`config.mk`:
```
export PLATFORM = sky130hd
export DESIGN_NAME = dmem_cfg
export DESIGN_NICKNAME = d
export VERILOG_FILES = /design/src/rtl/mem_pkg.sv /design/src/rtl/dmem_cfg.sv
export SDC_FILE = /design/constraint.sdc
export NUM_CORES = 1
export LEC_CHECK = 0
export BUFFER_PORTS_ARGS = -buffer_cell sky130_fd_sc_hd__buf_2
export CORE_AREA = 2 2 39 41
export CTS_CLUSTER_SIZE = 10
export DETAILED_ROUTE_END_ITERATION = 8
export DIE_AREA = 0 0 41 43
export SLEW_MARGIN = 20
export SYNTH_ARGS = -nofsm -noshare
export SYNTH_HDL_FRONTEND = slang
export SYNTH_SLANG_ARGS = --single-unit
```
`constraint.sdc`:
```
create_clock -name clk -period 0.8 [get_ports clk]
set_input_delay 0.12 -clock clk [delete_from_list [all_inputs] [get_ports clk]]
set_output_delay 0.12 -clock clk [all_outputs]
set_load 0.01 [all_outputs]
```
`src/rtl/mem_pkg.sv`:
```
package mem_pkg;

    // data and address width
    localparam int xlen = 32;

    // byte lanes per word
    localparam int strb_w = xlen / 8;

    // wait-state counter width
    localparam int wait_w = 3;

    // rv32 major opcodes
    typedef enum logic [6:0] {
        op_lui    = 7'b0110111,
        op_auipc  = 7'b0010111,
        op_jal    = 7'b1101111,
        op_jalr   = 7'b1100111,
        op_branch = 7'b1100011,
        op_load   = 7'b0000011,
        op_store  = 7'b0100011,
        op_imm    = 7'b0010011,
        op_reg    = 7'b0110011
    } opcode_e;

    typedef enum logic [2:0] {
        lb  = 3'b000,
        lh  = 3'b001,
        lw  = 3'b010,
        lbu = 3'b100,
        lhu = 3'b101
    } load_f3_e;

    typedef enum logic [2:0] {
        sb = 3'b000,
        sh = 3'b001,
        sw = 3'b010
    } store_f3_e;

    typedef enum logic [1:0] {
        resp_okay   = 2'b00,
        resp_slverr = 2'b10
    } axi_resp_e;

endpackage

```
`src/rtl/dmem_cfg.sv`:
```
`timescale 1ns/1ps

module dmem_cfg (
    input  logic                       clk,
    input  logic                       rst_n,
    input  logic                       cfg_wen,
    input  logic                       cfg_sel,
    input  logic [mem_pkg::wait_w-1:0] cfg_wdata,
    output logic [mem_pkg::wait_w-1:0] rd_wait,
    output logic [mem_pkg::wait_w-1:0] wr_wait
);

    logic [mem_pkg::wait_w-1:0] rd_wait_q;
    logic [mem_pkg::wait_w-1:0] wr_wait_q;

    // sel 0 is the read count, sel 1 the write count
    always_ff @(posedge clk) begin
        if (!rst_n) begin
            rd_wait_q <= '0;
            wr_wait_q <= '0;
        end else if (cfg_wen) begin
            if (cfg_sel) begin
                wr_wait_q <= cfg_wdata;
            end else begin
                rd_wait_q <= cfg_wdata;
            end
        end
    end

    assign rd_wait = rd_wait_q;
    assign wr_wait = wr_wait_q;

endmodule

```
# After elaboration in Yosys (flattened, before gate mapping)
# Cells that the tools add are included.
[word_totals] in_bits=7 ff_bits=6 output_inout_bits=6 elab_cells=5
[op_classes] bitwise_logic=1 reduce_logical=2
[ops] operator="AND reduction 2 bit" count=2
[ops] operator="inverter 1 bit" count=1

# Logic depth before layout (Yosys ltp)
[depth] ltp_word=2 mapped_depth=3 depth_no_buf=2

# Worst setup path after synthesis
# Ideal clock, no wire load.
[synth_timing] path_type="in2reg" from="input port cfg_wen" to="register rd_wait_q (netlist bit rd_wait[0])" required_ns=0.728 setup_ns=0.072 t_arrival_ns=0.577 path_buffers=0 stages=2 path_slack_ns=0.152 path_cell_list="nor2b_1 mux2i_1"
[synth_between] elab_chain_cells=1
[synth_lines] element="start, declared" line_no="dmem_cfg.sv:6" source="input logic cfg_wen,"
[synth_lines] element="AND reduction 2 bit (no source line)"
[synth_lines] element="end signal, assigned" line_no="dmem_cfg.sv:25" source="rd_wait_q <= cfg_wdata;"
[synth_lines] element="end, declared" line_no="dmem_cfg.sv:13" source="logic [mem_pkg::wait_w-1:0] rd_wait_q;"
# No other way between the ends.
# A chain may end at the register's enable or synchronous reset.

# Worst setup path in the final report
[layout_timing] from="register wr_wait_q (netlist bit wr_wait[0])" to="output port wr_wait[0] (netlist name)"
[layout_rtl] element="start, declared" line_no="dmem_cfg.sv:14" source="logic [mem_pkg::wait_w-1:0] wr_wait_q;"
[layout_rtl] element="start signal, assigned" line_no="dmem_cfg.sv:23" source="wr_wait_q <= cfg_wdata;"
[layout_rtl] element="end, declared" line_no="dmem_cfg.sv:10" source="output logic [mem_pkg::wait_w-1:0] wr_wait"
# No word-level cell between the ends.

==> key figures <==
Clocking
  • Clock root buffer master: clkbuf_4
  • Hold Buf Count CTS: 0
  • Setup Buffers After CTS: 0
  • CTS tree: yes
  • Num Clock Sinks: 6
  • H-tree depth: 1
  • CTS Buf Count: 3
  • Clk slew on worst S/H paths: 0.05 ns
  • CTS Buffer Depth: 2
  • Clk_lat worst skew: about 0.24 ns
  • Post-CTS resize count: 12

Hold path
  • HP Class: in2reg

Die
  • Die Y: 43 um
  • Die width: 41 um
  • DIE AREA: 1760 um^2
  • Site row count: 14
  • Core area: 1380 um^2
  • # IOs: 13
  • Initial core utilization: 17.1%

Critical path
  • Worst Setup End Kind: primary output
  • Critical path class: reg2out
  • Critical Path Fanout Max: 2
  • CP peak stage delay: 0.32 ns
  • CP max stage cell: dfxtp_2
  • Crit path max-delay family: flip-flops
  • Worst Path Buf+Inv: 1
  • Cell Chain, Critical Path: buf_6
  • Startpoint Class: flop
  • Critical Path AT: 0.67 ns
  • Required time of the critical path: 0.68 ns

Route
  • Via-per-instance ratio: 3.89
  • Via Count: 210
  • 1st-pass router iterations: 4
  • Total Wirelength: 506 um
  • DR DRC count: 0
  • Starting DRT DRC Count: 9
  • Post-DRT Antenna Nets: 0
  • Wirelength per Cell: ~9.4 um

Run status
  • Status: complete, no violations

Global route
  • Grt ovf: 0
  • Initial antenna violation count: 0
  • GRT Util Overall: 7.44%
  • First-pass GRT wire length: ~790 um
  • Vias in the first global route: 200
  • Largest net degree at the start of global routing: 10

Synthesis
  • Sequential share of the synthesized area: 50.8%
  • Mean Syn Cell Area: 9.46 um^2
  • Top cell type's share of synthesized area: 50.8%
  • Synth Register Bits: 6
  • Gate Count Post-Synth: 25
  • Synthesized cell area: approximately 240 um^2
  • Syn Nets: 32
  • Yosys warnings: 0
  • Area contributors post-synth: dfxtp_1 (51%), mux2i_1 (25%), nand2_1 (14%)
  • Yosys top cell by area: dfxtp_1
  • Count of different cell masters after synthesis: 6

Layout
  • Ant. Diodes: 0
  • Final net count: 47
  • Fin util: around 27%
  • Layout area overhead: 58.2%
  • Fill count: approximately 160
  • Layout cell share with drive strength beyond 1: 55.3%

STA
  • Relative slew slack: a little under 80%
  • Worst slew pin tran: 0.321 ns
  • Max Fclk: 1260 MHz
  • RSZ-0062 raised after global routing: true
  • Fin crit period: ~0.8 ns
  • Setup TNS Final: 0 ns
  • Final setup fails: 0
  • Final Cycle Share: 99.3%
  • Clk_skew: 0 ns
  • Max Slew Vio Count: 0
  • Hold Fails Final Rpt: 0

Power and ir drop
  • Switch share: 22.7%
  • Peak VDD IR: between 500 and 600 uV
  • Cell internal pwr: 0.542 mW
  • Clk pwr share: 39.9%
  • Total design power: 0.701 mW
  • Sequential share of power: approximately 47%
  • Leakage: around 0.17 nW
  • Combinational Power Share: between 10% and 20%
  • NetSw: around 0.16 mW
  • PD cells: 1870 nW/um^2

Placement
  • Port Buffers: 12
  • Hpwl dp: 392 um
  • Final RePlAce weighted congestion: 0.648

Job
  • Max-cap violations: 0
## registers in the layout, indices dropped and copies added (netlist names)
| register | count |
|---|---|
| rd_wait | 3 |
| wr_wait | 3 |
## final cells by class
cell class,instances,area [um^2],area share (%)
multi-input combinational,17,106,28.4
clock buffer,3,22.5,6.02
timing repair buffer,12,97.6,26.1
sequential,6,128,34.1
tap,16,20.0,5.35
## per-layer routing
metal	routed length [um]	track usage, %	vias up
met4	0	6.00	0
met5	0	0	-
met3	57	6.28	0
met1	260	9.71	91
li1	-	-	108
met2	188	7.19	11
## power by group through the flow
| stage | combinational (mW) | clock [mW] | sequential (mW) |
|---|---|---|---|
| 6_report | 0.0926 | 0.279 | 0.329 |
| 5_1_grt | 0.103 | 0.317 | 0.330 |
| 4_1_cts | 0.0940 | 0.293 | 0.330 |
| 3_5_place_dp | 0.0766 | 0 | 0.328 |
| 3_3_place_gp | 0.0761 | 0 | 0.328 |
| 2_1_floorplan | 0.0372 | 0 | 0.336 |
## placed cells by master (no fill, tap or decap)
master	netlist	routed
and2_1	1	1
mux2i_1	6	6
nor2b_1	1	1
buf_2	2	6
clkbuf_4	0	3
buf_6	0	6
dfxtp_2	0	6
nand2_1	9	9
## synthesized netlist by cell type (all sizes together)
cell	count
buf	2
dfxtp	6
mux2i	6
nor2b	1
nand2	9
and2	1
## tightest hold or removal path, stage by stage
cell and delay, ns:
buf_2 0.09, nand2_1 0.07, mux2i_1 0.07
## worst paths after layout
| kind | startpoint | end | slack (ns) | cells past startpoint |
|---|---|---|---|---|
| setup / recovery | wr_wait[0] | wr_wait[0] | 0.006 | 1 |
| hold / removal | cfg_wdata[2] | wr_wait[2] | 0.15 | 3 |
| setup reg to reg | rd_wait[0] | rd_wait[0] | 0.21 | 2 |
| hold reg to reg | rd_wait[2] | rd_wait[2] | 0.46 | 2 |
## stage by stage
| stage | cell area [um^2] | hold slack [ns] | instances | setup WS [ns] |
|---|---|---|---|---|
| after floorplan | 236 | 0.285 | 25 | 0.152 |
| after global placement | 307 | 0.409 | 51 | -0.00253 |
| after detailed placement | 307 | 0.415 | 51 | -0.00388 |
| after CTS | 374 | 0.147 | 54 | -0.00437 |
| after global routing | 374 | 0.160 | 54 | -0.0295 |
| final | 374 | 0.149 | 54 | 0.00578 |
## cells by family after synthesis
family                 count (synthesis)  share of synthesized area [%]
buffers and inverters                  2                           4.23
DFF                                    6                           50.8
and+or+nand+nor                       11                           19.6
muxes                                  6                           25.4
Note: power is estimated with default switching activity, not from simulation.
