==> src/rtl/mem_pkg.sv <==
package mem_pkg;

    // data and address width
    localparam int xlen = 32;

    // byte lanes per word
    localparam int strb_w = xlen / 8;

    // wait-state counter width
    localparam int wait_w = 3;

    // rv32 major opcodes
    typedef enum logic [6:0] {
        op_lui    = 7'b0110111,
        op_auipc  = 7'b0010111,
        op_jal    = 7'b1101111,
        op_jalr   = 7'b1100111,
        op_branch = 7'b1100011,
        op_load   = 7'b0000011,
        op_store  = 7'b0100011,
        op_imm    = 7'b0010011,
        op_reg    = 7'b0110011
    } opcode_e;

    typedef enum logic [2:0] {
        lb  = 3'b000,
        lh  = 3'b001,
        lw  = 3'b010,
        lbu = 3'b100,
        lhu = 3'b101
    } load_f3_e;

    typedef enum logic [2:0] {
        sb = 3'b000,
        sh = 3'b001,
        sw = 3'b010
    } store_f3_e;

    typedef enum logic [1:0] {
        resp_okay   = 2'b00,
        resp_slverr = 2'b10
    } axi_resp_e;

endpackage

==> src/rtl/axi_lite_if.sv <==
`timescale 1ns/1ps

interface axi_lite_if;

    // read address and data
    logic [mem_pkg::xlen-1:0]   araddr;
    logic                       arvalid;
    logic                       arready;
    logic [mem_pkg::xlen-1:0]   rdata;
    mem_pkg::axi_resp_e         rresp;
    logic                       rvalid;
    logic                       rready;

    // write address, data and response
    logic [mem_pkg::xlen-1:0]   awaddr;
    logic                       awvalid;
    logic                       awready;
    logic [mem_pkg::xlen-1:0]   wdata;
    logic [mem_pkg::strb_w-1:0] wstrb;
    logic                       wvalid;
    logic                       wready;
    mem_pkg::axi_resp_e         bresp;
    logic                       bvalid;
    logic                       bready;

    modport master (
        output araddr, arvalid, rready, awaddr, awvalid, wdata, wstrb, wvalid, bready,
        input  arready, rdata, rresp, rvalid, awready, wready, bresp, bvalid
    );

    modport slave (
        input  araddr, arvalid, rready, awaddr, awvalid, wdata, wstrb, wvalid, bready,
        output arready, rdata, rresp, rvalid, awready, wready, bresp, bvalid
    );

endinterface

==> src/rtl/lsu.sv <==
`timescale 1ns/1ps

module lsu (
    input  logic                     clk,
    input  logic                     rst_n,
    input  logic [mem_pkg::xlen-1:0] inst,
    input  logic [mem_pkg::xlen-1:0] raddr,
    input  logic [mem_pkg::xlen-1:0] waddr,
    input  logic [mem_pkg::xlen-1:0] ex_wdata,
    input  logic                     wen,
    input  logic                     req,
    output logic [mem_pkg::xlen-1:0] lsu_rdata,
    output logic                     lsu_err,

    input  logic                     prev_valid,
    output logic                     this_ready,
    input  logic                     next_ready,
    output logic                     this_valid,

    output logic                     lsu_pipe_ctrl_valid,

    axi_lite_if.master               bus
);

    mem_pkg::opcode_e   opcode;
    logic [2:0]         funct3;
    logic               lsu_busy;
    logic               ar_hs;
    logic               aw_hs;
    logic               resp_hs;

    // load context kept for the response cycle
    logic               lat_load;
    mem_pkg::load_f3_e  lat_f3;
    logic [1:0]         lat_off;

    logic [mem_pkg::xlen-1:0]   rdata_shift;
    logic [mem_pkg::xlen-1:0]   load_data;
    logic [mem_pkg::xlen-1:0]   wdata_shift;
    logic [6:0]                 wmask;

    assign opcode = mem_pkg::opcode_e'(inst[6:0]);
    assign funct3 = inst[14:12];

    assign ar_hs   = bus.arvalid & bus.arready;
    assign aw_hs   = bus.awvalid & bus.awready;
    assign resp_hs = (bus.rvalid & bus.rready) | (bus.bvalid & bus.bready);

    always_ff @(posedge clk) begin
        if (!rst_n) begin
            lsu_busy <= 1'b0;
        end else if (ar_hs | aw_hs) begin
            lsu_busy <= 1'b1;
        end else if (resp_hs) begin
            lsu_busy <= 1'b0;
        end
    end

    always_ff @(posedge clk) begin
        if (ar_hs | aw_hs) begin
            lat_load <= ar_hs;
            lat_f3   <= mem_pkg::load_f3_e'(funct3);
            lat_off  <= raddr[1:0];
        end
    end

    assign lsu_pipe_ctrl_valid = prev_valid | lsu_busy | this_valid;

    // load alignment and extension
    assign rdata_shift = bus.rdata >> {lat_off, 3'b000};

    always_comb begin
        case (lat_f3)
            mem_pkg::lb:  load_data = {{24{rdata_shift[7]}}, rdata_shift[7:0]};
            mem_pkg::lh:  load_data = {{16{rdata_shift[15]}}, rdata_shift[15:0]};
            mem_pkg::lbu: load_data = {24'b0, rdata_shift[7:0]};
            mem_pkg::lhu: load_data = {16'b0, rdata_shift[15:0]};
            default:      load_data = rdata_shift;
        endcase
    end

    // alu result rides on raddr for non-memory ops
    always_comb begin
        if (lsu_busy) begin
            lsu_rdata = lat_load ? load_data : '0;
        end else begin
            lsu_rdata = raddr;
        end
    end

    // store alignment and byte strobes
    assign wdata_shift = ex_wdata << {waddr[1:0], 3'b000};

    always_comb begin
        wmask = 7'b0;
        if (opcode == mem_pkg::op_store) begin
            case (mem_pkg::store_f3_e'(funct3))
                mem_pkg::sb: wmask = 7'b0000001 << waddr[1:0];
                mem_pkg::sh: wmask = 7'b0000011 << waddr[1:0];
                mem_pkg::sw: wmask = 7'b0001111 << waddr[1:0];
                default:     wmask = 7'b0;
            endcase
        end
    end

    // only one access in flight
    assign bus.araddr  = raddr;
    assign bus.arvalid = req & prev_valid & ~lsu_busy;
    assign bus.rready  = next_ready;
    assign bus.awaddr  = waddr;
    assign bus.awvalid = wen & prev_valid & ~lsu_busy;
    assign bus.wdata   = wdata_shift;
    assign bus.wstrb   = wmask[3:0];
    assign bus.wvalid  = wen & prev_valid & ~lsu_busy;
    assign bus.bready  = next_ready;

    assign this_ready = ~lsu_busy & ((req & bus.arready)
                      | (wen & bus.awready & bus.wready)
                      | (~req & ~wen & next_ready));

    assign this_valid = bus.rvalid | bus.bvalid | (~lsu_busy & ~req & ~wen & prev_valid);

    assign lsu_err = (bus.rvalid & (bus.rresp == mem_pkg::resp_slverr))
                   | (bus.bvalid & (bus.bresp == mem_pkg::resp_slverr));

endmodule

==> src/flat_wrapper.sv <==
// flat-port wrapper written by rule: the top's interface ports become plain ports
module lsu_flat 
  (clk, rst_n, inst, raddr, waddr, ex_wdata, wen, req, lsu_rdata, lsu_err, prev_valid, this_ready, next_ready, this_valid, lsu_pipe_ctrl_valid, bus_araddr, bus_arvalid, bus_rready, bus_awaddr, bus_awvalid, bus_wdata, bus_wstrb, bus_wvalid, bus_bready, bus_arready, bus_rdata, bus_rresp, bus_rvalid, bus_awready, bus_wready, bus_bresp, bus_bvalid);
  axi_lite_if bus_i ();
  input  logic clk;
  input  logic rst_n;
  input  logic [mem_pkg::xlen-1:0] inst;
  input  logic [mem_pkg::xlen-1:0] raddr;
  input  logic [mem_pkg::xlen-1:0] waddr;
  input  logic [mem_pkg::xlen-1:0] ex_wdata;
  input  logic wen;
  input  logic req;
  output logic [mem_pkg::xlen-1:0] lsu_rdata;
  output logic lsu_err;
  input  logic prev_valid;
  output logic this_ready;
  input  logic next_ready;
  output logic this_valid;
  output logic lsu_pipe_ctrl_valid;
  output wire logic [$bits(bus_i.araddr)-1:0] bus_araddr;
  output wire logic [$bits(bus_i.arvalid)-1:0] bus_arvalid;
  output wire logic [$bits(bus_i.rready)-1:0] bus_rready;
  output wire logic [$bits(bus_i.awaddr)-1:0] bus_awaddr;
  output wire logic [$bits(bus_i.awvalid)-1:0] bus_awvalid;
  output wire logic [$bits(bus_i.wdata)-1:0] bus_wdata;
  output wire logic [$bits(bus_i.wstrb)-1:0] bus_wstrb;
  output wire logic [$bits(bus_i.wvalid)-1:0] bus_wvalid;
  output wire logic [$bits(bus_i.bready)-1:0] bus_bready;
  input wire logic [$bits(bus_i.arready)-1:0] bus_arready;
  input wire logic [$bits(bus_i.rdata)-1:0] bus_rdata;
  input wire logic [$bits(bus_i.rresp)-1:0] bus_rresp;
  input wire logic [$bits(bus_i.rvalid)-1:0] bus_rvalid;
  input wire logic [$bits(bus_i.awready)-1:0] bus_awready;
  input wire logic [$bits(bus_i.wready)-1:0] bus_wready;
  input wire logic [$bits(bus_i.bresp)-1:0] bus_bresp;
  input wire logic [$bits(bus_i.bvalid)-1:0] bus_bvalid;
  assign bus_araddr = bus_i.araddr;
  assign bus_arvalid = bus_i.arvalid;
  assign bus_rready = bus_i.rready;
  assign bus_awaddr = bus_i.awaddr;
  assign bus_awvalid = bus_i.awvalid;
  assign bus_wdata = bus_i.wdata;
  assign bus_wstrb = bus_i.wstrb;
  assign bus_wvalid = bus_i.wvalid;
  assign bus_bready = bus_i.bready;
  assign bus_i.arready = bus_arready;
  assign bus_i.rdata = bus_rdata;
  assign bus_i.rresp = bus_rresp;
  assign bus_i.rvalid = bus_rvalid;
  assign bus_i.awready = bus_awready;
  assign bus_i.wready = bus_wready;
  assign bus_i.bresp = bus_bresp;
  assign bus_i.bvalid = bus_bvalid;
  lsu u_core (.clk(clk), .rst_n(rst_n), .inst(inst), .raddr(raddr), .waddr(waddr), .ex_wdata(ex_wdata), .wen(wen), .req(req), .lsu_rdata(lsu_rdata), .lsu_err(lsu_err), .prev_valid(prev_valid), .this_ready(this_ready), .next_ready(next_ready), .this_valid(this_valid), .lsu_pipe_ctrl_valid(lsu_pipe_ctrl_valid), .bus(bus_i));
endmodule
==> config.mk <==
export PLATFORM = sky130hd
export DESIGN_NAME = lsu_flat
export DESIGN_NICKNAME = d
export VERILOG_FILES = /design/src/rtl/mem_pkg.sv /design/src/rtl/axi_lite_if.sv /design/src/rtl/lsu.sv /design/src/flat_wrapper.sv
export SDC_FILE = /design/constraint.sdc
export NUM_CORES = 1
export LEC_CHECK = 0
export BUFFER_PORTS_ARGS = -buffer_cell sky130_fd_sc_hd__buf_2
export CORE_AREA = 2 2 122 124
export DETAILED_ROUTE_END_ITERATION = 10
export DIE_AREA = 0 0 124 126
export PLACE_DENSITY = 0.62
export SETUP_SLACK_MARGIN = 0.05
export SKIP_LAST_GASP = 1
export SLEW_MARGIN = 15
export SYNTH_ARGS = -nofsm -noshare
export SYNTH_HDL_FRONTEND = slang
export SYNTH_SLANG_ARGS = --single-unit
export TNS_END_PERCENT = 50
==> constraint.sdc <==
create_clock -name clk -period 1.8 [get_ports clk]
set_input_delay 0.09 -clock clk [delete_from_list [all_inputs] [get_ports clk]]
set_output_delay 0.09 -clock clk [all_outputs]
set_load 0.01 [all_outputs]
* Yosys cells after proc, flatten, opt, wreduce, memory -nomap -nowiden
Cells that the tools add are included.
Word-level totals: register bits 7, bits of input ports 175, output and inout bits 141, word-level logic and storage cells 58
Cells by class: equal/unequal tests 8, shift operators 5, multiplexer cells 7, bitwise logic cells 31, reduce and logical (&&, ||, !) cells 3
Operators with widths (count):
- 32-bit one-hot mux with 4 select lines | 1
- 32-bit two-way mux | 2
- 32-bit by 5-bit left shift with 32-bit output | 1
- 32-bit by 5-bit >> shifter with 32-bit output | 1
- 1-bit AND | 19
- 4-bit one-hot mux with 3 select lines | 1
- 1-bit bitwise OR | 9
- 7-bit by 6-bit equality test with 1-bit output, second input constant | 1
- 3-bit by 1-bit equality test with 1-bit output, second input constant | 2
- 3-bit equality test, second input constant | 2
- 3-bit zero test | 2
- 2-bit equality test, second input constant | 2
- 4-bit two-way mux | 1
- 1-bit by 2-bit left shift with 4-bit output, first input constant | 1
- 2-bit by 2-bit left shift with 4-bit output, first input constant | 1
- 4-bit by 2-bit left shift with 4-bit output, first input constant | 1
- 3-bit by 2-bit equality test with 1-bit output, second input constant | 1
- 1-bit NOT | 3
- 1-bit two-way mux | 2
- 2-bit nonzero test | 1

* Logic depth before layout (Yosys ltp)
Gate-level depths: netlist of the first run.
depth in word-level cells 6, gate-level depth with buffers 8, gate-level depth less buffers 4

* Worst setup path after synthesis of the first run
Ideal clock, no wire load.
path type reg-to-output, start point register u_core.lat_off[0], end point output lsu_rdata[21] (netlist name), arrival time 1.703 ns, required time 1.710 ns, path slack 0.007 ns, stages on the path, launching flop included 7, buffers on the path 2, path through edfxtp_1 > buf_6 > nand2b_4 > mux4_2 > nor4_4 > buf_6 > a211o_1
On the way: cells in the longest elaborated chain, start to end 4
RTL lines:
- start: declaration | RTL line lsu.sv:35 | logic [1:0] lat_off;
- start signal: assignment | RTL line lsu.sv:63 | lat_off <= raddr[1:0];
- 32-bit by 5-bit >> shifter with 32-bit output | RTL line lsu.sv:70 | assign rdata_shift = bus.rdata >> {lat_off, 3'b000};
- 32-bit one-hot mux with 4 select lines | RTL line lsu.sv:73 | case (lat_f3)
- 32-bit two-way mux | RTL line lsu.sv:85 | lsu_rdata = lat_load ? load_data : '0;
- 32-bit two-way mux | RTL line lsu.sv:84 | if (lsu_busy) begin
- end: declaration | RTL line flat_wrapper.sv:13 | output logic [mem_pkg::xlen-1:0] lsu_rdata;
Every way passes these cells.

* Worst setup path in the final report of the first run
start point register u_core.lat_off[0], end point output lsu_rdata[26] (netlist name)
Same word-level chain as after synthesis.

==> results.json, run 1 <==
{
  "met1_usage_pct": 11.82,
  "clk_pin_slew_ns": 0.03,
  "placed_area_mm2": 0.003433,
  "fin_crit_ns": 2.136,
  "synth_top_area_share_pct": 21.53,
  "slowest_stage": "edfxtp_1",
  "setup_viol": 30,
  "die_area_mm2": 0.01562,
  "cts_max_level": 1,
  "drt_wl_total_um": 10480,
  "grt_max_degree": 30,
  "synth-main-ff-cell": "edfxtp_1",
  "cap_violations": 0,
  "final_cells": 698,
  "synthCells": 328,
  "rsz0062_at_grt": "true",
  "cp-start-kind": "register",
  "worst_slack_ns": -0.3355,
  "busiest_layer": "met2",
  "drc_errors": 0,
  "seq_area_frac_synth_pct": 8.320,
  "cts_tree": "built",
  "path_class": "register to output port",
  "hold_violations": 0,
  "numCtsBuffers": 3,
  "cp_max_fo": 16,
  "avgRoutedWirePerCell_um": 15.01,
  "fp.dieH_um": 126,
  "syn_nets": 503,
  "ys_types": 37,
  "finClkSkew_ns": 0.0005617,
  "yosysMostFrequentCell": "buf_4",
  "hold_path.class": "input pin to register",
  "failed_checks": "negative setup slack",
  "power_density_mw_per_mm2": 380.2,
  "dp_hpwl_um": 9059,
  "synth_area_leaders": "buf_4 (22%), mux2i_1 (14%), edfxtp_1 (7.5%)",
  "grt_pass1_vias": 2802,
  "slew_headroom_pct": 61.67,
  "ioPinCount": 316,
  "required_ns": 1.71,
  "nets": 689,
  "met3_usage_pct": 3.668,
  "area_growth_syn_to_layout_pct": 51.53,
  "placed_cells": 683,
  "path_buf_inv": 2,
  "coreArea_mm2": 0.01431,
  "synthesis.area_mm2": 0.002406,
  "clock_latency_ns": 0.23,
  "cts_sinks": 7,
  "tightest_slew_ns": 0.5728,
  "crit_chain": "nand2b_4 > mux4_2 > nor4_4 > buf_12 > a221o_1 > buf_2",
  "p_leak_nw": 1.912,
  "ir_drop_uv": 137.6,
  "die_w_um": 124,
  "drtIter0Drc": 88,
  "worst_setup_path_end_kind": "output port",
  "initial_core_util_pct": 16.81,
  "ctsHoldBuffers": 0,
  "clockBufferDepth": 2,
  "synth_top_area_cell": "buf_4",
  "synth_enable_flop_cells": 6,
  "cts-root-buf": "clkbuf_16",
  "gr-usage-all-layers_pct": 12.27,
  "first_pass_iters": 4,
  "status": "finished with violations",
  "drive_above_1_share_pct": 56.73,
  "utilization_pct": 25.47,
  "grt-ovfl-total": 0,
  "fin_crit_sh_pct": 118.6,
  "slew_viol_final": 0,
  "portBuffers": 233,
  "arrival_ns": 2.05,
  "gp_congestion": 0.8131,
  "final_area_mm2": 0.003646,
  "synth_seq_cells": 7,
  "cp_top_family": "flip-flops",
  "vias_per_cell": 4.350,
  "grt_first_pass_wirelength_um": 14450,
  "async_flop_share_pct": 0,
  "num_rows": 44,
  "cp_slowest_stage_delay_ns": 0.50,
  "max_freq_mhz": 468.3,
  "dr_total_vias": 3036,
  "antenna_found_initial": 2,
  "synth_warnings": 0,
  "avgSynthCellArea_um2": 7.336,
  "fin_tns_setup_ns": -8.000,
  "grt_util_met2_pct": 25.18,
  "netlist_top_cells_count": "buf_4 (69), mux2i_1 (34), nor2_1 (26), o21ai_0 (24), a21oi_1 (22)",
  "ant_nets": 0
}
-- worst paths after layout --
kind	slack, ns	cells past startpoint	end	start
max	-0.34	6	lsu_rdata[26]	u_core.lat_off[0]
min	0.09	2	u_core.lsu_busy	rst_n
max reg2reg	0.53	4	u_core.lat_f3[1]	u_core.lsu_busy
min reg2reg	0.72	3	u_core.lsu_busy	u_core.lsu_busy
-- layout make-up --
cell class	instances	area [µm²]
multi-input combinational	223	1588
inverter	9	33.78
timing repair buffer	270	1513
fill	1622	10670
antenna	1	2.502
sequential	7	200.2
clock buffer	4	78.83
tap	184	230.2
-- sequential cells by signal (all words and copies together) (netlist names) --
signal	flops
u_core.lat_f3	3
u_core.lsu_busy	1
u_core.lat_load	1
u_core.lat_off	2
-- kinds of logic after synthesis --
group	share of synthesized area [%]
flops	8.320
simple gates	21.01
mux	16.02
buf+inv	26.73
compound gates	27.93
-- cells in the final DEF (no fill, tap or decap), drive strengths merged, types with 2 or more instances in the layout --
| cell | instances |
|---|---|
| nand2b | 4 |
| and2 | 8 |
| mux2i | 34 |
| inv | 9 |
| nor2b | 17 |
| o2bb2ai | 9 |
| nor2 | 26 |
| a211o | 15 |
| buf | 270 |
| nand3b | 10 |
| a21oi | 22 |
| o21ai | 24 |
| mux4 | 2 |
| a211oi | 16 |
| and3 | 2 |
| nor3 | 2 |
| clkbuf | 4 |
| nand2 | 15 |
| a221o | 8 |
| edfxtp | 6 |
-- repair_timing --
item                                    4_1_cts  5_1_grt
resized for setup                             0       13
endpoints found under the setup margin       33       36
setup buffers                                 1        9
-- stage by stage --
stage | hold WS (ns) | worst slack [ns] | total power, mW
after CTS | 0.09209 | -0.3602 | 1.375
after global placement | 0.1801 | -0.07890 | 0.9921
after global routing | 0.1135 | -0.4419 | 1.494
after floorplan | 0.1889 | 0.006510 | 0.7062
final | 0.09079 | -0.3355 | 1.386
after detailed placement | 0.1801 | -0.1226 | 0.9957
-- report_power, final --
part	internal, mW	total (mW)	switching (mW)
Clock	0.294	0.367	0.0734
Combinational	0.405	0.823	0.418
Sequential	0.187	0.196	0.00928
-- metal layers --
metal | part of all wire [%] | vias up | routed length [µm]
met1 | 35 | 1347 | 3629
met3 | 11 | 4 | 1170
met5 | 0 | - | 0
met4 | 0.61 | 0 | 64
met2 | 54 | 196 | 5613
li1 | - | 1489 | -
Note: power is estimated with default switching activity, not from simulation.
==> run 2: changes to the inputs <==
CTS_CLUSTER_SIZE = 25   (was default)
PLACE_DENSITY = 0.56   (was 0.62)
==> results.json, run 2 (same netlist as run 1, synthesis figures left out) <==
{
  "initial_core_util_pct": 16.81,
  "p_total_mw": 1.384,
  "setup_viol": 31,
  "clockBufferDepth": 2,
  "antenna_found_initial": 0,
  "worst_setup_path_end_kind": "output port",
  "cts_sinks": 7,
  "top_regs": "u_core.lat_f3 (3), u_core.lat_off (2)",
  "arrival_ns": 2.02,
  "max_freq_mhz": 472.9,
  "nets": 679,
  "drc_errors": 0,
  "required_ns": 1.71,
  "cts_tree": "built",
  "p_switching_uw": 510.9,
  "dp_hpwl_um": 8793,
  "top_register": "u_core.lat_f3",
  "avgRoutedWirePerCell_um": 14.88,
  "hold_path.class": "input pin to register",
  "area_growth_syn_to_layout_pct": 46.96,
  "failed_checks": "negative setup slack",
  "grt_max_degree": 31,
  "final_cell_mix": "buf_2 (233), mux2i_1 (34), nor2_1 (26)",
  "dr_total_vias": 3046,
  "ant_nets": 0,
  "cp_max_fo": 16,
  "cts-root-buf": "clkbuf_16",
  "coreArea_mm2": 0.01431,
  "seq_power_share_pct": 14.2,
  "rrSetupSlack_ns": 0.50,
  "first_pass_iters": 5,
  "drive_above_1_share_pct": 55.27,
  "final_cells": 687,
  "finClkSkew_ns": 0.001419,
  "num_rows": 44,
  "grt_pass1_vias": 2825,
  "diodes": 0,
  "p_int_uw": 872.6,
  "path_class": "register to output port",
  "p_comb_share_pct": 58.8,
  "drtIter0Drc": 83,
  "rsz0062_at_grt": "true",
  "slew_viol_final": 0,
  "final_area_mm2": 0.003536,
  "portBuffers": 233,
  "placed_area_mm2": 0.003406,
  "swShare_pct": 36.93,
  "p_leak_nw": 1.855,
  "placed_cells": 681,
  "fp.dieH_um": 126,
  "ioPinCount": 316,
  "tightest_slew_ns": 0.6080,
  "die_w_um": 124,
  "drt_wl_total_um": 10220,
  "slew_headroom_pct": 59.32,
  "clock_latency_ns": 0.23,
  "status": "finished with violations",
  "clockPowerShare_pct": 27.1,
  "numCtsBuffers": 3,
  "cp-start-kind": "register",
  "gr-usage-all-layers_pct": 11.64,
  "cap_violations": 0,
  "worst_slack_ns": -0.3147,
  "grt_first_pass_wirelength_um": 14200,
  "die_area_mm2": 0.01562,
  "gp_congestion": 0.7573,
  "largest_reg_flops": 3,
  "ir_drop_uv": 205.7,
  "fin_crit_ns": 2.115,
  "power_density_mw_per_mm2": 391.3,
  "cts_max_level": 1,
  "grt-ovfl-total": 0,
  "vias_per_cell": 4.434,
  "clk_pin_slew_ns": 0.04,
  "layout_commonest_cell": "buf_2",
  "fin_crit_sh_pct": 117.5,
  "hold_violations": 0
}
-- run 2: cell count changes in the layout (fill, tap and decap cells not counted), sizes merged --
cell and change:
diode -1, buf -11, clkbuf +1
-- run 2: final cells by class --
cell class,count,area [µm²]
Clock buffer,4,78.83
Timing Repair Buffer,260,1424
Inverter,9,33.78
Sequential cell,7,200.2
Tap cell,184,230.2
Multi-Input combinational cell,223,1569
Fill cell,1623,10780
-- run 2: worst paths after layout --
path | startpoint | to | cells after the start
setup reg to reg | u_core.lsu_busy | u_core.lat_f3[0] | 4
hold / removal | raddr[0] | u_core.lat_off[0] | 1
setup / recovery | u_core.lat_off[0] | lsu_rdata[19] | 6
hold reg to reg | u_core.lsu_busy | u_core.lsu_busy | 3
-- run 2: power groups by stage --
stage | logic (mW) | clock network [mW] | registers, mW
finish | 0.813 | 0.375 | 0.196
floorplan | 0.511 | 0 | 0.195
global route | 0.890 | 0.394 | 0.197
global placement | 0.807 | 0 | 0.198
detailed placement | 0.805 | 0 | 0.198
CTS | 0.809 | 0.385 | 0.196
-- run 2: worst max-delay path, cell delays in order, from the launching register on --
cell and delay, ns:
edfxtp_1 0.49, nand2b_4 0.19, mux4_2 0.49, nor4_4 0.20, buf_12 0.19, a211o_2 0.11
buf_2 0.12
-- run 2: stage by stage --
| stage | utilization (%) | hold WS [ns] | setup WS (ns) | setup TNS, ns |
|---|---|---|---|---|
| 2_1_floorplan | - | 0.1889 | 0.006510 | 0 |
| 3_3_place_gp | 23.79 | 0.1801 | -0.05494 | -0.8254 |
| 3_5_place_dp | 23.79 | 0.1801 | -0.07453 | -1.079 |
| 4_1_cts | 24.34 | 0.1094 | -0.3224 | -7.926 |
| 5_1_grt | 24.70 | 0.1162 | -0.4189 | -10.11 |
| 6_report | 24.70 | 0.09805 | -0.3147 | -7.192 |
-- run 2: metal layers --
layer	routed length (µm)	global-route usage, %	vias up
met1	3712	11.87	1370
met4	93	2.710	0
met5	0	0	-
met3	1025	2.264	6
li1	-	-	1469
met2	5392	23.56	201
-- run 2: timing repair --
| item | 4_1_cts | 5_1_grt |
|---|---|---|
| hold buffers | 0 | 0 |
| resized for setup | 0 | 4 |
| cloned | 0 | 1 |
| setup endpoints to repair | 31 | 32 |
| buffers inserted | 0 | 1 |
==> run 3: changes to the inputs <==
PLACE_DENSITY = 0.54   (was 0.56)
clock period = 2.4 ns   (was 1.8 ns; I/O delays follow)
==> results.json, run 3 (same netlist as run 1, synthesis figures left out) <==
{
  "status": "completed",
  "p_leak_nw": 1.745,
  "final_area_mm2": 0.003339,
  "post_cts_buffers": 0,
  "top_register": "u_core.lat_f3",
  "cts_tree": "built",
  "grt-ovfl-total": 0,
  "num_rows": 44,
  "final_cell_mix": "buf_2 (233), mux2i_1 (34), nor2_1 (26)",
  "tightest_slew_ns": 0.6134,
  "cap_violations": 0,
  "clk_pin_slew_ns": 0.04,
  "fin_crit_sh_pct": 93.29,
  "hold_violations": 0,
  "seqCellArea_um2": 200.2,
  "vias_per_cell": 4.429,
  "hold_path.class": "input pin to register",
  "rrSetupSlack_ns": 1.03,
  "coreArea_mm2": 0.01431,
  "cp_slowest_stage_delay_ns": 0.50,
  "top_regs": "u_core.lat_f3 (3), u_core.lat_off (2)",
  "rr_worst_depth": 4,
  "power_density_mw_per_mm2": 299.0,
  "fin_tns_setup_ns": 0,
  "dp_hpwl_um": 8323,
  "cp-start-kind": "register",
  "cts_max_level": 1,
  "ioPinCount": 316,
  "cts-root-buf": "clkbuf_16",
  "largest_reg_flops": 3,
  "clockBufferDepth": 2,
  "path_class": "register to output port",
  "drive_above_1_share_pct": 53.61,
  "area_growth_syn_to_layout_pct": 38.79,
  "avgRoutedWirePerCell_um": 14.39,
  "cp_max_fo": 16,
  "ant_nets": 0,
  "ctsHoldBuffers": 0,
  "grt_first_pass_wirelength_um": 13700,
  "numCtsBuffers": 3,
  "arrival_ns": 2.12,
  "layout_commonest_cell": "buf_2",
  "cp_top_family": "flip-flops",
  "max_freq_mhz": 446.6,
  "holdPathEnd": "u_core.lat_off[1]",
  "required_ns": 2.28,
  "fp.dieH_um": 126,
  "grt_max_degree": 37,
  "antenna_found_initial": 0,
  "first_pass_iters": 4,
  "setup_viol": 0,
  "nets": 661,
  "fin_crit_ns": 2.239,
  "portBuffers": 233,
  "worstHoldPathCells": 1,
  "diodes": 0,
  "rsz0062_at_grt": "false",
  "initial_core_util_pct": 16.81,
  "slowest_stage": "edfxtp_1",
  "r2r_end": "u_core.lat_off[1]",
  "gp_congestion": 0.7529,
  "cts_resized": 0,
  "slew_headroom_pct": 59.10,
  "dr_total_vias": 2963,
  "reg2reg_from": "u_core.lsu_busy",
  "path_depth": 6,
  "clock_latency_ns": 0.23,
  "drt_wl_total_um": 9627,
  "die_area_mm2": 0.01562,
  "die_w_um": 124,
  "drtIter0Drc": 91,
  "multi_input_area_mm2": 0.001563,
  "finClkSkew_ns": 0.0006637,
  "nFillCells": 1655,
  "ir_drop_uv": 154.5,
  "slew_viol_final": 0,
  "min_from": "raddr[1]",
  "crit_chain": "nand2b_4 > mux4_2 > nor4_4 > buf_4 > a221o_1 > buf_2",
  "drc_errors": 0,
  "cts_sinks": 7,
  "worst_setup_path_end_kind": "output port",
  "path_buf_inv": 2,
  "gr-usage-all-layers_pct": 11.20,
  "placed_area_mm2": 0.003261,
  "grt_pass1_vias": 2687
}
-- run 3: final cells by class --
class                           instances  share of cell area (%)
Clock buffer                            4                   2.360
Inverter                                9                   1.012
Multi-Input combinational cell        223                   46.80
Sequential cell                         7                   5.995
Tap cell                              184                   6.894
Timing Repair Buffer                  242                   36.94
-- run 3: through the flow --
| step | hold WS (ns) | worst slack [ns] | std cells | power, mW | util [%] |
|---|---|---|---|---|---|
| floorplan | 0.2189 | 0.5765 | 328 | 0.5296 | - |
| global placement | 0.2401 | 0.4035 | 665 | 0.7255 | 22.78 |
| detailed placement | 0.2401 | 0.3934 | 665 | 0.7249 | 22.78 |
| CTS | 0.1300 | 0.1463 | 669 | 1.016 | 23.33 |
| global route | 0.1348 | 0.06138 | 669 | 1.083 | 23.33 |
| finish | 0.1349 | 0.1609 | 669 | 0.9983 | 23.33 |
-- run 3: worst max path at each step --
stage                                 start       endpoint  slack [ns]
after floorplan           u_core.lat_off[0]  lsu_rdata[21]        0.58
after global placement    u_core.lat_off[0]  lsu_rdata[25]        0.40
after detailed placement  u_core.lat_off[0]  lsu_rdata[25]        0.39
after CTS                 u_core.lat_off[0]  lsu_rdata[25]        0.15
after global routing      u_core.lat_off[0]  lsu_rdata[25]        0.06
final                     u_core.lat_off[0]  lsu_rdata[25]        0.16
-- run 3: per-layer routing --
metal	GRT usage, %	vias up	wire [µm]	part of all wire [%]
met4	3.106	0	121	1.3
met1	12.76	1333	3724	39
li1	-	1437	-	-
met2	21.07	187	4852	50
met3	1.857	6	929	9.6
met5	0	-	0	0
-- run 3: report_power, final --
group	internal [mW]	total [mW]	switching [mW]
clock	0.221	0.280	0.0593
combinational	0.267	0.570	0.303
sequential	0.140	0.149	0.00838
